$ cat src/hw/tone_defines.svh
/* frame, sample, magnitude and credit sizes shared by the tone separator */

`ifndef TONE_DEFINES_SVH
`define TONE_DEFINES_SVH

// samples per frame, also the number of spectrum bins
`define FRAME_LEN 1024

// address and bin index width, log2 of FRAME_LEN
`define ADDR_W 10

`define SAMPLE_W 8   // raw adc sample
`define MAG_W 16     // magnitude word from the engine

// credits granted by the transform engine
`define XF_CREDITS 4

// holds 0..XF_CREDITS
`define CREDIT_W 3

// offset-binary midpoint of the adc
`define ADC_OFFSET 128

`endif

$ cat src/hw/ctrl_pkg.sv
/* control-side types for the frame sequencer */

`default_nettype none

package ctrl_pkg;

    // one full frame cycle runs through these in order
    typedef enum logic [2:0] {
        CAPTURE = 3'd0,  // fill the frame buffer
        SEND    = 3'd1,  // stream samples out under credit
        DRAIN   = 3'd2,  // last sample on the bus
        COLLECT = 3'd3,  // spectrum bins coming back
        REPORT  = 3'd4   // latch peaks, then tone_valid
    } seq_state_t;

endpackage : ctrl_pkg

`default_nettype wire

$ cat src/hw/frame_sequencer.sv
/* frame state machine: capture, credit-limited send, spectrum collect, report
   keeps the credit count for the sample stream */

`timescale 1ns/1ps
`default_nettype none

`include "tone_defines.svh"

module frame_sequencer import ctrl_pkg::*; (
    input  wire  AD0_CLK,
    input  wire  rst,
    input  wire  xf_credit,   // one credit back per pulse
    input  wire  bin_valid,
    input  wire  bin_last,
    input  wire  cnt_last,
    output logic capturing,
    output logic buf_wr,
    output logic buf_rd,
    output logic cnt_clear,
    output logic cnt_step,
    output logic peak_clear,
    output logic peak_done,
    output logic xf_valid,
    output logic xf_last,
    output logic tone_valid
);

    seq_state_t           state;
    logic [`CREDIT_W-1:0] credits;

    assign buf_wr     = capturing;
    assign buf_rd     = (state == SEND) && (credits != '0);  // only with a credit in hand
    assign cnt_step   = capturing || buf_rd || ((state == COLLECT) && bin_valid);
    assign cnt_clear  = (state == DRAIN) || (state == REPORT);
    assign peak_clear = (state == DRAIN);
    assign peak_done  = (state == REPORT);

    always_ff @(posedge AD0_CLK) begin
        if (rst) begin
            state      <= CAPTURE;
            capturing  <= 1'b0;
            xf_valid   <= 1'b0;
            xf_last    <= 1'b0;
            tone_valid <= 1'b0;
        end else begin
            xf_valid   <= buf_rd;              // read data lands one cycle later
            xf_last    <= buf_rd && cnt_last;
            tone_valid <= (state == REPORT);
            case (state)
                CAPTURE: begin
                    if (!capturing) begin
                        capturing <= 1'b1;
                    end else if (cnt_last) begin
                        capturing <= 1'b0;     // frame full
                        state     <= SEND;
                    end
                end
                SEND: if (buf_rd && cnt_last) state <= DRAIN;
                DRAIN: state <= COLLECT;       // xf_last is on the bus here
                COLLECT: if (bin_valid && bin_last) state <= REPORT;
                REPORT: state <= CAPTURE;
                default: state <= CAPTURE;
            endcase
        end
    end

    // credit account, simultaneous issue and return cancel out
    always_ff @(posedge AD0_CLK) begin
        if (rst) begin
            credits <= `CREDIT_W'(`XF_CREDITS);
        end else if (buf_rd && !xf_credit) begin
            credits <= credits - 1'b1;
        end else if (xf_credit && !buf_rd && (credits < `CREDIT_W'(`XF_CREDITS))) begin
            credits <= credits + 1'b1;
        end
    end

endmodule : frame_sequencer

`default_nettype wire

$ cat config.mk
export PLATFORM = sky130hd
export DESIGN_NAME = frame_sequencer
export DESIGN_NICKNAME = d
export VERILOG_FILES = /design/src/hw/ctrl_pkg.sv /design/src/hw/frame_sequencer.sv
export VERILOG_INCLUDE_DIRS = /design/src /design/src/hw
export SDC_FILE = /design/constraint.sdc
export NUM_CORES = 1
export LEC_CHECK = 0
export BUFFER_PORTS_ARGS = -buffer_cell sky130_fd_sc_hd__buf_2
export CORE_MARGIN = 10
export CORE_UTILIZATION = 30
export CTS_CLUSTER_DIAMETER = 30
export DETAILED_ROUTE_END_ITERATION = 6
export SLEW_MARGIN = 20
export SYNTH_ARGS = -nofsm -noshare
export SYNTH_HDL_FRONTEND = slang
export SYNTH_SLANG_ARGS = --single-unit
$ cat constraint.sdc
create_clock -name AD0_CLK -period 2.66 [get_ports AD0_CLK]
set_input_delay 0.266 -clock AD0_CLK [delete_from_list [all_inputs] [get_ports AD0_CLK]]
set_output_delay 0.266 -clock AD0_CLK [all_outputs]
set_load 0.03 [all_outputs]
== Word-level counts from Yosys, hierarchy flattened ==
Cells that the tools add are included.

* Input bits: 6
* Register bits after elaboration: 10

* Mux-type cells: 9
* Equal/unequal tests: 8
* Order comparisons: 1
* Add/subtract/negate cells: 2
* Reduce and logical (&&, ||, !) cells: 16

{| class="wikitable"
|+ Operator list
! operator !! count
|-
| $mux 3 || 6
|-
| $pmux 3 s4 || 1
|-
| $logic_and 1x1->1 || 7
|-
| $eq 3x2->1 const B || 2
|-
| $ne 2x1->1 const B || 2
|-
| $ne 2x2->1 const B || 2
|-
| $reduce_and 4->1 || 1
|-
| $add 3x1->3 const B || 1
|-
| $eq 3x1->1 const B || 1
|-
| $eq 3x3->1 const B || 1
|-
| $logic_not 3->1 || 1
|-
| $logic_or 1x1->1 || 3
|-
| $lt 3x3->1 const B || 1
|-
| $reduce_bool 3->1 || 1
|-
| $sub 3x1->3 const B || 1
|-
| $logic_not 1->1 || 2
|-
| $mux 1 || 2
|-
| $reduce_bool 2->1 || 1
|}

== Longest topological paths before layout ==
Gate-level depths: netlist of run 1.

* Depth in word-level cells: 7
* Gate-level depth with buffers: 10
* Mapped depth without buffers: 9

== Worst setup path before layout of run 1 ==
OpenSTA, ideal clock, no wires.

* Path type: register to register
* Start: register state[1]
* End: register credits[1]
* Path slack: 0.614 ns
* Cell stages (with the launch flop): 11
* Arrival: 1.950 ns
* Cells stage by stage: dfxtp_1 -> buf_4 -> nor3b_4 -> nand2b_4 -> nor2_1 -> inv_1 -> fa_1 -> a21o_1 -> a21oi_1 -> o31ai_1 -> a221oi_1

* Longest elaborated chain between the ends: 6
* Elaborated cells on any way between the ends: 8
* Classes of those cells: 1 x eq/ne; 1 x mux; 6 x reduce/logical

{| class="wikitable"
|+ RTL lines
! item !! line !! source
|-
| start, declared || frame_sequencer.sv:28 || <nowiki>seq_state_t state;</nowiki>
|-
| start signal, assigned || frame_sequencer.sv:40 || <nowiki>state <= CAPTURE;</nowiki>
|-
| start signal, assigned || frame_sequencer.sv:55 || <nowiki>state <= SEND;</nowiki>
|-
| start signal, assigned || frame_sequencer.sv:58 || <nowiki>SEND: if (buf_rd && cnt_last) state <= DRAIN;</nowiki>
|-
| $eq 3x1->1 * || frame_sequencer.sv:32 || <nowiki>assign buf_rd = (state == SEND) && (credits != '0);</nowiki>
|-
| $logic_and 1x1->1 * || frame_sequencer.sv:32 ||
|-
| $logic_not 1->1 || frame_sequencer.sv:73 || <nowiki>end else if (xf_credit && !buf_rd && (credits < `CREDIT_W'(`XF_CREDITS))) begin</nowiki>
|-
| $logic_and 1x1->1 (2 in series) || frame_sequencer.sv:73 ||
|-
| $reduce_bool 2->1 (no source line) || n/a ||
|-
| end signal, assigned || frame_sequencer.sv:70 || <nowiki>credits <= `CREDIT_W'(`XF_CREDITS);</nowiki>
|-
| end signal, assigned || frame_sequencer.sv:72 || <nowiki>credits <= credits - 1'b1;</nowiki>
|-
| end signal, assigned || frame_sequencer.sv:74 || <nowiki>credits <= credits + 1'b1;</nowiki>
|-
| end, declared || frame_sequencer.sv:29 || <nowiki>logic [`CREDIT_W-1:0] credits;</nowiki>
|}

Every way passes the cells marked *; elsewhere a longest branch is shown, timed or not.
A chain may end at the register's enable or synchronous reset.

== Final worst setup path of run 1 ==
Same ends and word-level chain as after synthesis.

==> impl_metrics.sql, run 1 <==
INSERT INTO impl_metrics (metric_group, metric, value, unit) VALUES
('placement', 'finalWeightedCongestion', '0.7545', ''),
('sta', 'setup_total_negative_slack', '0', 'ns'),
('yosys', 'synth_area_per_cell', '9.220', 'um2'),
('global_routing', 'grt_start_max_net_pins', '13', ''),
('worst_setup_path', 'worstSetupPathType', 'register to register', ''),
('sta', 'report.final.slew_viol_count', '0', ''),
('sta', 'finalCriticalPeriod', '2.256', 'ns'),
('global_routing', 'grt.total_usage', '6.472', '%'),
('clock_network', 'clk_transition_reported_paths', '0.07', 'ns'),
('yosys', 'synthesis.nets', '72', ''),
('sta', 'tightestPinTransition', '0.3987', 'ns'),
('min_path', 'timing.hold.worst.class', 'input port to register', ''),
('placement', 'placement.cell_area', '670.6', 'um2'),
('sta', 'skew', '0.005188', 'ns'),
('sta', 'finalSetupViolCount', '0', ''),
('die', 'die_height', '64.70', 'um'),
('yosys', 'synth_seq_area_share', '33.40', '%'),
('die', 'dieWidth', '64.70', 'um'),
('worst_setup_path', 'worst_setup_path_start_kind', 'register', ''),
('run_status', 'outcome', 'complete, no violations', ''),
('yosys', 'number_of_flops_mapped_to_enable_cells_by_yosys', '0', ''),
('finish', 'mostFrequentLayoutCell', 'buf_2', ''),
('route', 'met1Wirelength', '569', 'um'),
('route', 'finalWirelength', '1255', 'um'),
('clock_network', 'cts_buffers', '3', ''),
('sta', 'slew-limit-headroom', '73.38', '%'),
('die', 'floorplan.initialDensity', '31.18', '%'),
('global_routing', 'gr-total-overflow', '0', ''),
('route', 'met2_length', '591', 'um'),
('worst_setup_path', 'crit_fanout', '10', ''),
('job', 'cap_viol_max_count', '0', ''),
('route', 'met3RoutedLength', '78', 'um'),
('route', 'initialDrtViolationCount', '10', ''),
('worst_setup_path', 'crit_path_end_kind', 'register', ''),
('worst_setup_path', 'crit_path_dat', '2.43', 'ns'),
('yosys', 'syn-cell-area', '599.3', 'um2'),
('clock_network', 'post_cts_resize_count', '0', ''),
('die', 'die_area', '0.004185', 'mm2'),
('yosys', 'async_reset_ff_share', '0', '%'),
('route', 'detailed_routing_iterations_pass_1', '4', ''),
('clock_network', 'worst_skew_pair.late_latency', '0.27', 'ns'),
('die', 'io_pins', '16', ''),
('global_routing', 'grt_pass1_wl', '2235', 'um'),
('clock_network', 'tritoncts_num_sinks', '10', ''),
('route', 'maxUsedRoutingLayer', 'met4', ''),
('yosys', 'yosys_register_bits', '10', ''),
('clock_network', 'number_of_hold_buffers_added_after_cts', '0', ''),
('finish', 'area_delta_synth_final', '17.95', '%'),
('placement', 'port_buffers', '15', ''),
('pwr', 'cellLeakagePower', '0.2754', 'nW'),
('die', 'core_footprint', '0.001922', 'mm2'),
('clock_network', 'cts_setup_buffers', '0', ''),
('clock_network', 'cts.root.buffer_cell', 'clkbuf_4', ''),
('route', 'vias', '512', ''),
('sta', 'max_clock_freq', '443.2', 'MHz'),
('finish', 'commonest_non_fill_non_tap_cells_in_the_layout', 'buf_2, dfxtp_1, inv_1, nor3b_1', ''),
('finish', 'final_layout_size_suffix_gt1_share', '31.65', '%'),
('finish', 'nNetsFinal', '87', ''),
('die', 'fp-row-count', '16', ''),
('clock_network', 'tritoncts_clock_tree', 'built', ''),
('global_routing', 'antenna_found_initial', '0', ''),
('sta', 'final_min_period_over_clock_period', '84.82', '%'),
('clock_network', 'ctsLongestPathBuffers', '2', ''),
('pwr', 'max-vdd-ir-drop', '0.2859', 'mV'),
('finish', 'final_design_area_no_fill', '706.9', 'um2'),
('worst_setup_path', 'data_required_critical_path', '2.83', 'ns'),
('worst_setup_path', 'timing.reg2reg.setup_slack', '0.40', 'ns'),
('route', 'drc', '0', ''),
('sta', 'final_hold_viol_count', '0', ''),
('route', 'routedWlPerCell', '11.84', 'um'),
('finish', 'layout.core_utilization', '36.78', '%'),
('yosys', 'syn_inst', '65', ''),
('pwr', 'power.density', '641.6', 'mW/mm2'),
('clock_network', 'cts_htree_levels', '1', ''),
('global_routing', 'first_global_vias', '489', ''),
('yosys', 'ys.warnings.count', '0', ''),
('route', 'ant_nets', '0', ''),
('placement', 'post_detailed_placement_half_perimeter_wirelength', '970.1', 'um'),
('finish', 'antennaDiodeCount', '0', ''),
('route', 'viasPerCell', '4.830', ''),
('yosys', 'synth-main-ff-cell', 'dfxtp_1', ''),
('sta', 'rsz_0062_raised_after_global_routing', 'no', ''),
('yosys', 'post_synth_num_cell_types', '35', '');
## power by group
part	switching (mW)	total (mW)	leakage, nW	internal, mW
Clock	0.0538	0.137	0.0210	0.0832
Combinational	0.0871	0.141	0.173	0.0544
Sequential	0.0130	0.175	0.0816	0.162
## cell families after synthesis
family	after synthesis	share of synthesized area, %
buffers and inverters	12	12.11
and+or+nand+nor	26	29.02
adders and majority gates	1	3.340
xor gates and xnor gates	2	2.923
AOI/OAI and AO/OA	14	19.21
DFF	10	33.40
## layout make-up
class                   instances  area (um2)
multi-input cells              43       326.6
repair buffers                 16       82.58
clock buffers                   4       36.28
inverters                       6       27.53
flip-flops and latches         10       200.2
fillers                       208        1215
well taps                      27       33.78
## flip-flops by register name, indices dropped and copies added, names as in the netlist
| name | flops |
|---|---|
| xf_valid | 1 |
| xf_last | 1 |
| credits | 3 |
| tone_valid | 1 |
| state | 3 |
| buf_wr | 1 |
## final timing paths
| kind | start | endpoint | cells past startpoint |
|---|---|---|---|
| max reg2reg | state[1]$_SDFFE_PP0P_ | credits[1]$_SDFFE_PP0P_ | 9 |
| min | cnt_last | xf_last$_SDFF_PP0_ | 2 |
| min reg2reg | credits[0]$_SDFFE_PP0P_ | credits[0]$_SDFFE_PP0P_ | 2 |
| max | state[1]$_SDFFE_PP0P_ | credits[1]$_SDFFE_PP0P_ | 9 |
## synth_stat cells (2+ instances only)
library cell,instances,share of area [%]
xnor2_1,2,2.9
dfxtp_1,10,33
nor3_1,4,3.3
nor2_1,4,2.5
nand3_1,2,1.7
nor4b_1,2,2.9
buf_6,2,3.8
clkbuf_1,2,1.3
nor3b_1,5,6.3
inv_1,5,3.1
nand2_1,2,1.3
buf_4,2,2.5
## critical path, cell delays in order, from the launching register on
cell and delay (ns):
dfxtp_1 0.43, nor3b_4 0.30, nand2b_4 0.14, nor2_1 0.14, inv_1 0.07, fa_1 0.48
a21o_1 0.17, a21oi_1 0.13, o31ai_1 0.08, a221oi_1 0.21
## stage by stage
stage          instances  setup WS, ns  hold slack [ns]  total power, mW
2_1_floorplan         65        0.6144           0.3877           0.2940
3_3_place_gp         102        0.4397           0.5255           0.3200
3_5_place_dp         102        0.4032           0.5288           0.3222
4_1_cts              106        0.3908           0.2494           0.4609
5_1_grt              106        0.1357           0.2684           0.4846
6_report             106        0.4037           0.2527           0.4536
## per-layer routing
metal	vias to the layer above	GRT usage (%)
met4	0	3.209
met5	-	0
met3	2	2.749
met1	234	8.090
li1	259	-
met2	17	9.236
No activity file was read; power rests on OpenSTA's default activity.
==> inputs of run 2 (changes only) <==
- ABC_AREA: unset -> 1
- clock period: 2.66 -> 1.97 ns (I/O delays scaled with it)
==> run 2 against run 1 <==
Sequential power up 72%. Non-clock buffer count fell by 1. Register-to-register slack lost 0.02 ns. Worst hold slack worse by 0.091 ns. Critical path depth fell by 3. Global-route usage barely moved. Count of clock-buffer cells in the layout fell by 1. First-iteration DRC count fell by 50%. Cell count is 12% higher. Clock skew rose by 0.0038 ns. Critical endpoint is now cnt_step. Largest power group is now combinational cells.
==> impl_metrics.sql, run 2 <==
INSERT INTO impl_metrics (metric_group, metric, value, unit) VALUES
('clock_network', 'ctsLongestPathBuffers', '2', ''),
('pwr', 'cellLeakagePower', '0.3663', 'nW'),
('yosys', 'synth-main-ff-cell', 'dfxtp_1', ''),
('route', 'vias', '502', ''),
('yosys', 'synth_simple_gate_area_share', '38.46', '%'),
('worst_setup_path', 'critPathBufInv', '3', ''),
('finish', 'layout.core_utilization', '38.53', '%'),
('yosys', 'synth_top_cells_by_area', 'dfxtp_1, nand2_1, inv_1', ''),
('yosys', 'synthDominantCellAreaShare', '37.30', '%'),
('finish', 'top_regs', 'credits (3), state (3)', ''),
('die', 'die_area', '0.003881', 'mm2'),
('clock_network', 'clk_transition_reported_paths', '0.07', 'ns'),
('clock_network', 'cts_buffers', '3', ''),
('global_routing', 'grt.total_usage', '6.436', '%'),
('clock_network', 'post_cts_resize_count', '0', ''),
('route', 'viasPerCell', '4.218', ''),
('clock_network', 'tritoncts_num_sinks', '10', ''),
('yosys', 'synthTopCellsByCount', 'nand2_1, inv_1, dfxtp_1', ''),
('sta', 'final_min_period_over_clock_period', '82.87', '%'),
('sta', 'finalSetupViolCount', '0', ''),
('yosys', 'synth-compound-area-share', '8.625', '%'),
('global_routing', 'grt_start_max_net_pins', '7', ''),
('route', 'ant_nets', '0', ''),
('finish', 'commonest_non_fill_non_tap_cells_in_the_layout', 'nand2_1, buf_2, inv_1, dfxtp_1, nor2_1', ''),
('die', 'core_footprint', '0.001708', 'mm2'),
('worst_setup_path', 'cp_num_cells', '6', ''),
('yosys', 'syn_inst', '77', ''),
('pwr', 'power.density', '1584', 'mW/mm2'),
('sta', 'slew-limit-headroom', '83.32', '%'),
('clock_network', 'cts.root.buffer_cell', 'clkbuf_4', ''),
('yosys', 'syn-cell-area', '536.8', 'um2'),
('yosys', 'synth_seq_area_share', '37.30', '%'),
('die', 'fp-row-count', '15', ''),
('finish', 'final_layout_size_suffix_gt1_share', '30.85', '%'),
('worst_setup_path', 'crit-reg2reg-launch', 'state[2]$_SDFFE_PP0P_', ''),
('clock_network', 'tritoncts_clock_tree', 'built', ''),
('yosys', 'post_synth_xor_area_fraction', '0', '%'),
('finish', 'area_delta_synth_final', '22.61', '%'),
('yosys', 'number_of_flops_mapped_to_enable_cells_by_yosys', '0', ''),
('pwr', 'max-vdd-ir-drop', '0.6168', 'mV'),
('worst_setup_path', 'data_required_critical_path', '1.77', 'ns'),
('yosys', 'largest_family_of_logic_cells_by_synthesized_area', 'simple AND/OR/NAND/NOR gates', ''),
('yosys', 'synthesis.nets', '84', ''),
('sta', 'tightestPinTransition', '0.2492', 'ns'),
('die', 'die_height', '62.30', 'um'),
('worst_setup_path', 'reg2reg_depth', '8', ''),
('worst_setup_path', 'critPathTopFamily', 'buffers and inverters', ''),
('run_status', 'outcome', 'complete, no violations', ''),
('global_routing', 'grt_pass1_wl', '2104', 'um'),
('route', 'finalWirelength', '1159', 'um'),
('yosys', 'post_synth_fa_ha_maj_area_fraction', '3.730', '%'),
('yosys', 'yosys_register_bits', '10', ''),
('sta', 'finalCriticalPeriod', '1.632', 'ns'),
('worst_setup_path', 'timing.reg2reg.setup_slack', '0.38', 'ns'),
('finish', 'mostFrequentLayoutCell', 'nand2_1', ''),
('worst_setup_path', 'startpoint', 'credits[0]$_SDFFE_PP0P_', ''),
('worst_setup_path', 'path_cells', 'inv_1, nand3_2, nand2_2, inv_2, a211o_1, buf_2', ''),
('yosys', 'synth_area_per_cell', '6.971', 'um2'),
('route', 'detailed_routing_iterations_pass_1', '4', ''),
('worst_setup_path', 'crit_path_top_delay_cell', 'dfxtp_1', ''),
('worst_setup_path', 'worst_setup_path_start_kind', 'register', ''),
('yosys', 'yosysMostFrequentCell', 'nand2_1', ''),
('yosys', 'synth.mux.area_fraction', '0', '%'),
('yosys', 'yosys.area.top_type', 'dfxtp_1', ''),
('route', 'initialDrtViolationCount', '5', ''),
('finish', 'nNetsFinal', '103', ''),
('yosys', 'post_synth_num_cell_types', '18', ''),
('sta', 'skew', '0.008968', 'ns'),
('sta', 'max_clock_freq', '612.6', 'MHz'),
('sta', 'rsz_0062_raised_after_global_routing', 'no', ''),
('yosys', 'async_reset_ff_share', '0', '%'),
('worst_setup_path', 'worstSetupPathType', 'register to primary output', ''),
('die', 'floorplan.initialDensity', '31.43', '%'),
('placement', 'port_buffers', '15', ''),
('clock_network', 'worst_skew_pair.late_latency', '0.27', 'ns'),
('placement', 'post_detailed_placement_half_perimeter_wirelength', '981.1', 'um'),
('clock_network', 'cts_htree_levels', '1', ''),
('worst_setup_path', 'crit_fanout', '4', ''),
('route', 'drc', '0', ''),
('global_routing', 'antenna_found_initial', '0', ''),
('placement', 'finalWeightedCongestion', '0.7977', ''),
('worst_setup_path', 'timing.rr.end', 'credits[1]$_SDFFE_PP0P_', ''),
('finish', 'antennaDiodeCount', '0', ''),
('worst_setup_path', 'crit_path_end_kind', 'primary output', ''),
('die', 'io_pins', '16', ''),
('worst_setup_path', 'crit_path_dat', '1.44', 'ns'),
('clock_network', 'cts_setup_buffers', '0', ''),
('sta', 'final_hold_viol_count', '0', ''),
('yosys', 'ys.warnings.count', '0', ''),
('clock_network', 'number_of_hold_buffers_added_after_cts', '0', ''),
('worst_setup_path', 'cp-endpoint', 'cnt_step', ''),
('min_path', 'timing.hold.worst.class', 'input port to register', ''),
('route', 'routedWlPerCell', '9.739', 'um'),
('worst_setup_path', 'max_stage_delay_on_crit_path', '0.30', 'ns'),
('sta', 'report.final.slew_viol_count', '0', ''),
('sta', 'setup_total_negative_slack', '0', 'ns'),
('die', 'dieWidth', '62.30', 'um'),
('job', 'cap_viol_max_count', '0', ''),
('global_routing', 'gr-total-overflow', '0', ''),
('global_routing', 'first_global_vias', '519', '');
[run 2: report_power, final]
group	switching [mW]	internal (mW)	leakage (nW)
Combinational	0.417	0.186	0.271
Sequential	0.0435	0.258	0.0818
Clock	0.0683	0.0704	0.0138
Total	0.528	0.514	0.366
[run 2: stage by stage]
stage,instance area [um2],total power [mW],std cells,worst slack (ns),hold WS [ns]
after floorplan,536.8,0.7869,77,0.2921,0.2661
after global placement,635.6,0.9052,116,0.4005,0.4487
after detailed placement,635.6,0.9156,116,0.3605,0.4463
after CTS,658.1,1.057,119,0.3259,0.1625
after global routing,658.1,1.147,119,0.1288,0.1701
final,658.1,1.043,119,0.3375,0.1617
[run 2: final cells by class]
cell class                 count  area (um2)
timing repair buffer          15       75.07
multi-input combinational     51       272.8
clock buffer                   3       22.52
fill                         185        1050
sequential                    10       200.2
tap                           25       31.28
inverter                      15       56.30
[run 2: cell families (layout without fill, tap and decap cells)]
family / Yosys count / count (layout)
AOI/OAI and AO/OA: 8 / 8
adders and majority gates: 1 / 1
buffers and inverters: 16 / 33
DFF: 10 / 10
and+or+nand+nor: 42 / 42
[run 2: worst min path at each step]
stage / depth (start not counted) / start / slack (ns) / to
global placement: 2 / rst / 0.45 / xf_last$_SDFF_PP0_
floorplan: 1 / rst / 0.27 / buf_wr$_SDFFE_PP0N_
global route: 2 / rst / 0.17 / xf_valid$_SDFF_PP0_
detailed placement: 2 / rst / 0.45 / xf_last$_SDFF_PP0_
CTS: 2 / rst / 0.16 / xf_valid$_SDFF_PP0_
finish: 2 / rst / 0.16 / xf_valid$_SDFF_PP0_
[run 2: per-layer routing]
metal,share of wire [%],global-route usage (%)
met5,0,0
met4,0,0.8380
met3,6.6,4.301
met2,48,11.03
met1,46,6.517
==> inputs of run 3 (changes only) <==
- clock period: 1.97 -> 1.4 ns (I/O delays scaled with it)
==> run 3 against run 2 <==
The flow now finishes with violations (negative setup slack). Clock power up 41%. Via count up 17%. Utilization increased by 12 points. Cell count is 13% higher. Power increased by 77%. Sequential cell count unchanged. Worst hold slack got worse by 0.046 ns. Critical path depth up 2. Register-to-register slack got worse by 0.48 ns. Non-clock buffer count is 15 higher. Sequential share of layout area shrank 6.8 points.
==> impl_metrics.sql, run 3 (synthesis results as in run 2) <==
INSERT INTO impl_metrics (metric_group, metric, value, unit) VALUES
('worst_setup_path', 'crit_path_dat', '1.65', 'ns'),
('clock_network', 'worst_skew_pair.late_latency', '0.26', 'ns'),
('finish', 'final_layout_size_suffix_gt1_share', '51.38', '%'),
('worst_setup_path', 'data_required_critical_path', '1.56', 'ns'),
('clock_network', 'tritoncts_num_sinks', '10', ''),
('global_routing', 'grt_util_met1', '6.721', '%'),
('sta', 'setup_ws', '-0.09633', 'ns'),
('route', 'drc', '0', ''),
('finish', 'top_regs', 'credits (3), state (3)', ''),
('clock_network', 'cts.root.buffer_cell', 'clkbuf_4', ''),
('placement', 'port_buffers', '15', ''),
('pwr', 'cellLeakagePower', '0.4551', 'nW'),
('worst_setup_path', 'worstSetupPathType', 'register to register', ''),
('worst_setup_path', 'worst_setup_path_start_kind', 'register', ''),
('sta', 'finalCriticalPeriod', '1.496', 'ns'),
('job', 'cap_viol_max_count', '0', ''),
('worst_setup_path', 'critPathTopFamily', 'adder cells', ''),
('route', 'finalWirelength', '1441', 'um'),
('sta', 'slew-limit-headroom', '80.85', '%'),
('finish', 'mostFrequentLayoutCell', 'nand2_1', ''),
('route', 'ant_nets', '0', ''),
('sta', 'final_hold_viol_count', '0', ''),
('min_path', 'hold-path-cell-count', '2', ''),
('pwr', 'p_total', '1.846', 'mW'),
('pwr', 'power.density', '2150', 'mW/mm2'),
('global_routing', 'gr-max-usage-layer', 'met2', ''),
('finish', 'commonest_non_fill_non_tap_cells_in_the_layout', 'nand2_1, buf_4, buf_2, inv_1, dfxtp_1', ''),
('pwr', 'max-vdd-ir-drop', '1.218', 'mV'),
('finish', 'final-instance-count-excl-fill', '134', ''),
('worst_setup_path', 'crit_path_top_delay_cell', 'fa_2', ''),
('die', 'floorplan.initialDensity', '31.43', '%'),
('finish', 'antennaDiodeCount', '0', ''),
('clock_network', 'cts_buffers', '3', ''),
('global_routing', 'grt.total_usage', '7.855', '%'),
('route', 'vias', '585', ''),
('worst_setup_path', 'cp_num_cells', '8', ''),
('worst_setup_path', 'crit_fanout', '2', ''),
('clock_network', 'clk_transition_reported_paths', '0.06', 'ns'),
('die', 'fp-row-count', '15', ''),
('sta', 'tightestPinTransition', '0.2847', 'ns'),
('route', 'viasPerCell', '4.366', ''),
('worst_setup_path', 'crit_path_end_kind', 'register', ''),
('placement', 'post_placement_cell_count', '126', ''),
('worst_setup_path', 'timing.reg2reg.setup_slack', '-0.1', 'ns'),
('placement', 'finalWeightedCongestion', '0.8168', ''),
('placement', 'post_placement_setup_slack', '-0.07525', 'ns'),
('global_routing', 'antenna_found_initial', '0', ''),
('die', 'die_area', '0.003881', 'mm2'),
('global_routing', 'globalRouteMet2Util', '14.23', '%'),
('die', 'io_pins', '16', ''),
('finish', 'area_delta_synth_final', '59.91', '%'),
('die', 'core_footprint', '0.001708', 'mm2'),
('sta', 'report.final.slew_viol_count', '0', ''),
('global_routing', 'grt_pass1_wl', '2504', 'um'),
('global_routing', 'grt_start_max_net_pins', '7', ''),
('run_status', 'outcome', 'finished, violations left', ''),
('route', 'initialDrtViolationCount', '9', ''),
('sta', 'rsz_0062_raised_after_global_routing', 'yes', ''),
('sta', 'setup_total_negative_slack', '-0.1694', 'ns'),
('worst_setup_path', 'path_cells', 'inv_2, nand2_4, nor2_4, nand3b_4, fa_2, inv_1, a21oi_1, nor2_1', ''),
('placement', 'post_detailed_placement_half_perimeter_wirelength', '1107', 'um'),
('finish', 'final_design_area_no_fill', '858.3', 'um2'),
('route', 'routedWlPerCell', '10.75', 'um'),
('sta', 'max_clock_freq', '668.3', 'MHz'),
('worst_setup_path', 'critPathBufInv', '2', ''),
('clock_network', 'tritoncts_clock_tree', 'built', ''),
('global_routing', 'grt_use_met3', '4.839', '%'),
('die', 'dieWidth', '62.30', 'um'),
('worst_setup_path', 'reg2reg_depth', '8', ''),
('clock_network', 'cts_htree_levels', '1', ''),
('sta', 'timing.hold.ws', '0.1160', 'ns'),
('finish', 'layout.core_utilization', '50.26', '%'),
('die', 'die_height', '62.30', 'um'),
('global_routing', 'first_global_vias', '603', ''),
('finish', 'nNetsFinal', '118', ''),
('sta', 'skew', '0.001295', 'ns'),
('sta', 'finalSetupViolCount', '2', ''),
('global_routing', 'gr-total-overflow', '0', ''),
('route', 'detailed_routing_iterations_pass_1', '4', ''),
('worst_setup_path', 'max_stage_delay_on_crit_path', '0.52', 'ns'),
('clock_network', 'ctsLongestPathBuffers', '2', ''),
('placement', 'placement.cell_area', '726.9', 'um2'),
('sta', 'final_min_period_over_clock_period', '106.9', '%'),
('min_path', 'timing.hold.worst.class', 'input port to register', ''),
('run_status', 'violated_checks', 'negative setup slack', '');
==> run 3: cell count changes in the layout (fill, tap and decap cells not counted), sizes merged <==
cell | before | now
buf | 15 | 29
clkbuf | 3 | 4
==> run 3: area by class of cell <==
type | count | area, um2
Fill cell | 158 | 849.6
Multi-Input combinational cell | 51 | 336.6
Timing Repair Buffer | 30 | 206.4
Sequential cell | 10 | 202.7
Inverter | 15 | 58.81
Tap cell | 25 | 31.28
Clock buffer | 3 | 22.52
==> run 3: power breakdown <==
group          leakage, nW  switching (mW)  total, mW  internal (mW)
clock               0.0138          0.0963      0.196         0.0993
sequential          0.0827          0.0527      0.419          0.366
combinational        0.359           0.730       1.23          0.501
==> run 3: final timing paths <==
path,startpoint,endpoint
worst min-delay path,rst,tone_valid$_SDFF_PP0_
worst min register to register,credits[2]$_SDFFE_PP1P_,credits[2]$_SDFFE_PP1P_
worst max register to register,state[2]$_SDFFE_PP0P_,credits[1]$_SDFFE_PP0P_
worst max-delay path,state[2]$_SDFFE_PP0P_,credits[1]$_SDFFE_PP0P_
==> run 3: what timing repair did <==
item                                    CTS  global route
cloned                                    0             0
gates resized for setup                  11            11
hold buffers                              0             0
pin swaps                                 5             3
endpoints found under the setup margin    6             7
endpoints found under the hold margin     0             0
buffers inserted                          7             0
==> run 3: per-layer routing <==
metal / up-vias / part of all wire [%]
met2: 15 / 53
met3: 2 / 7.4
met1: 265 / 38
met4: 0 / 0.97
li1: 303 / -
met5: - / 0
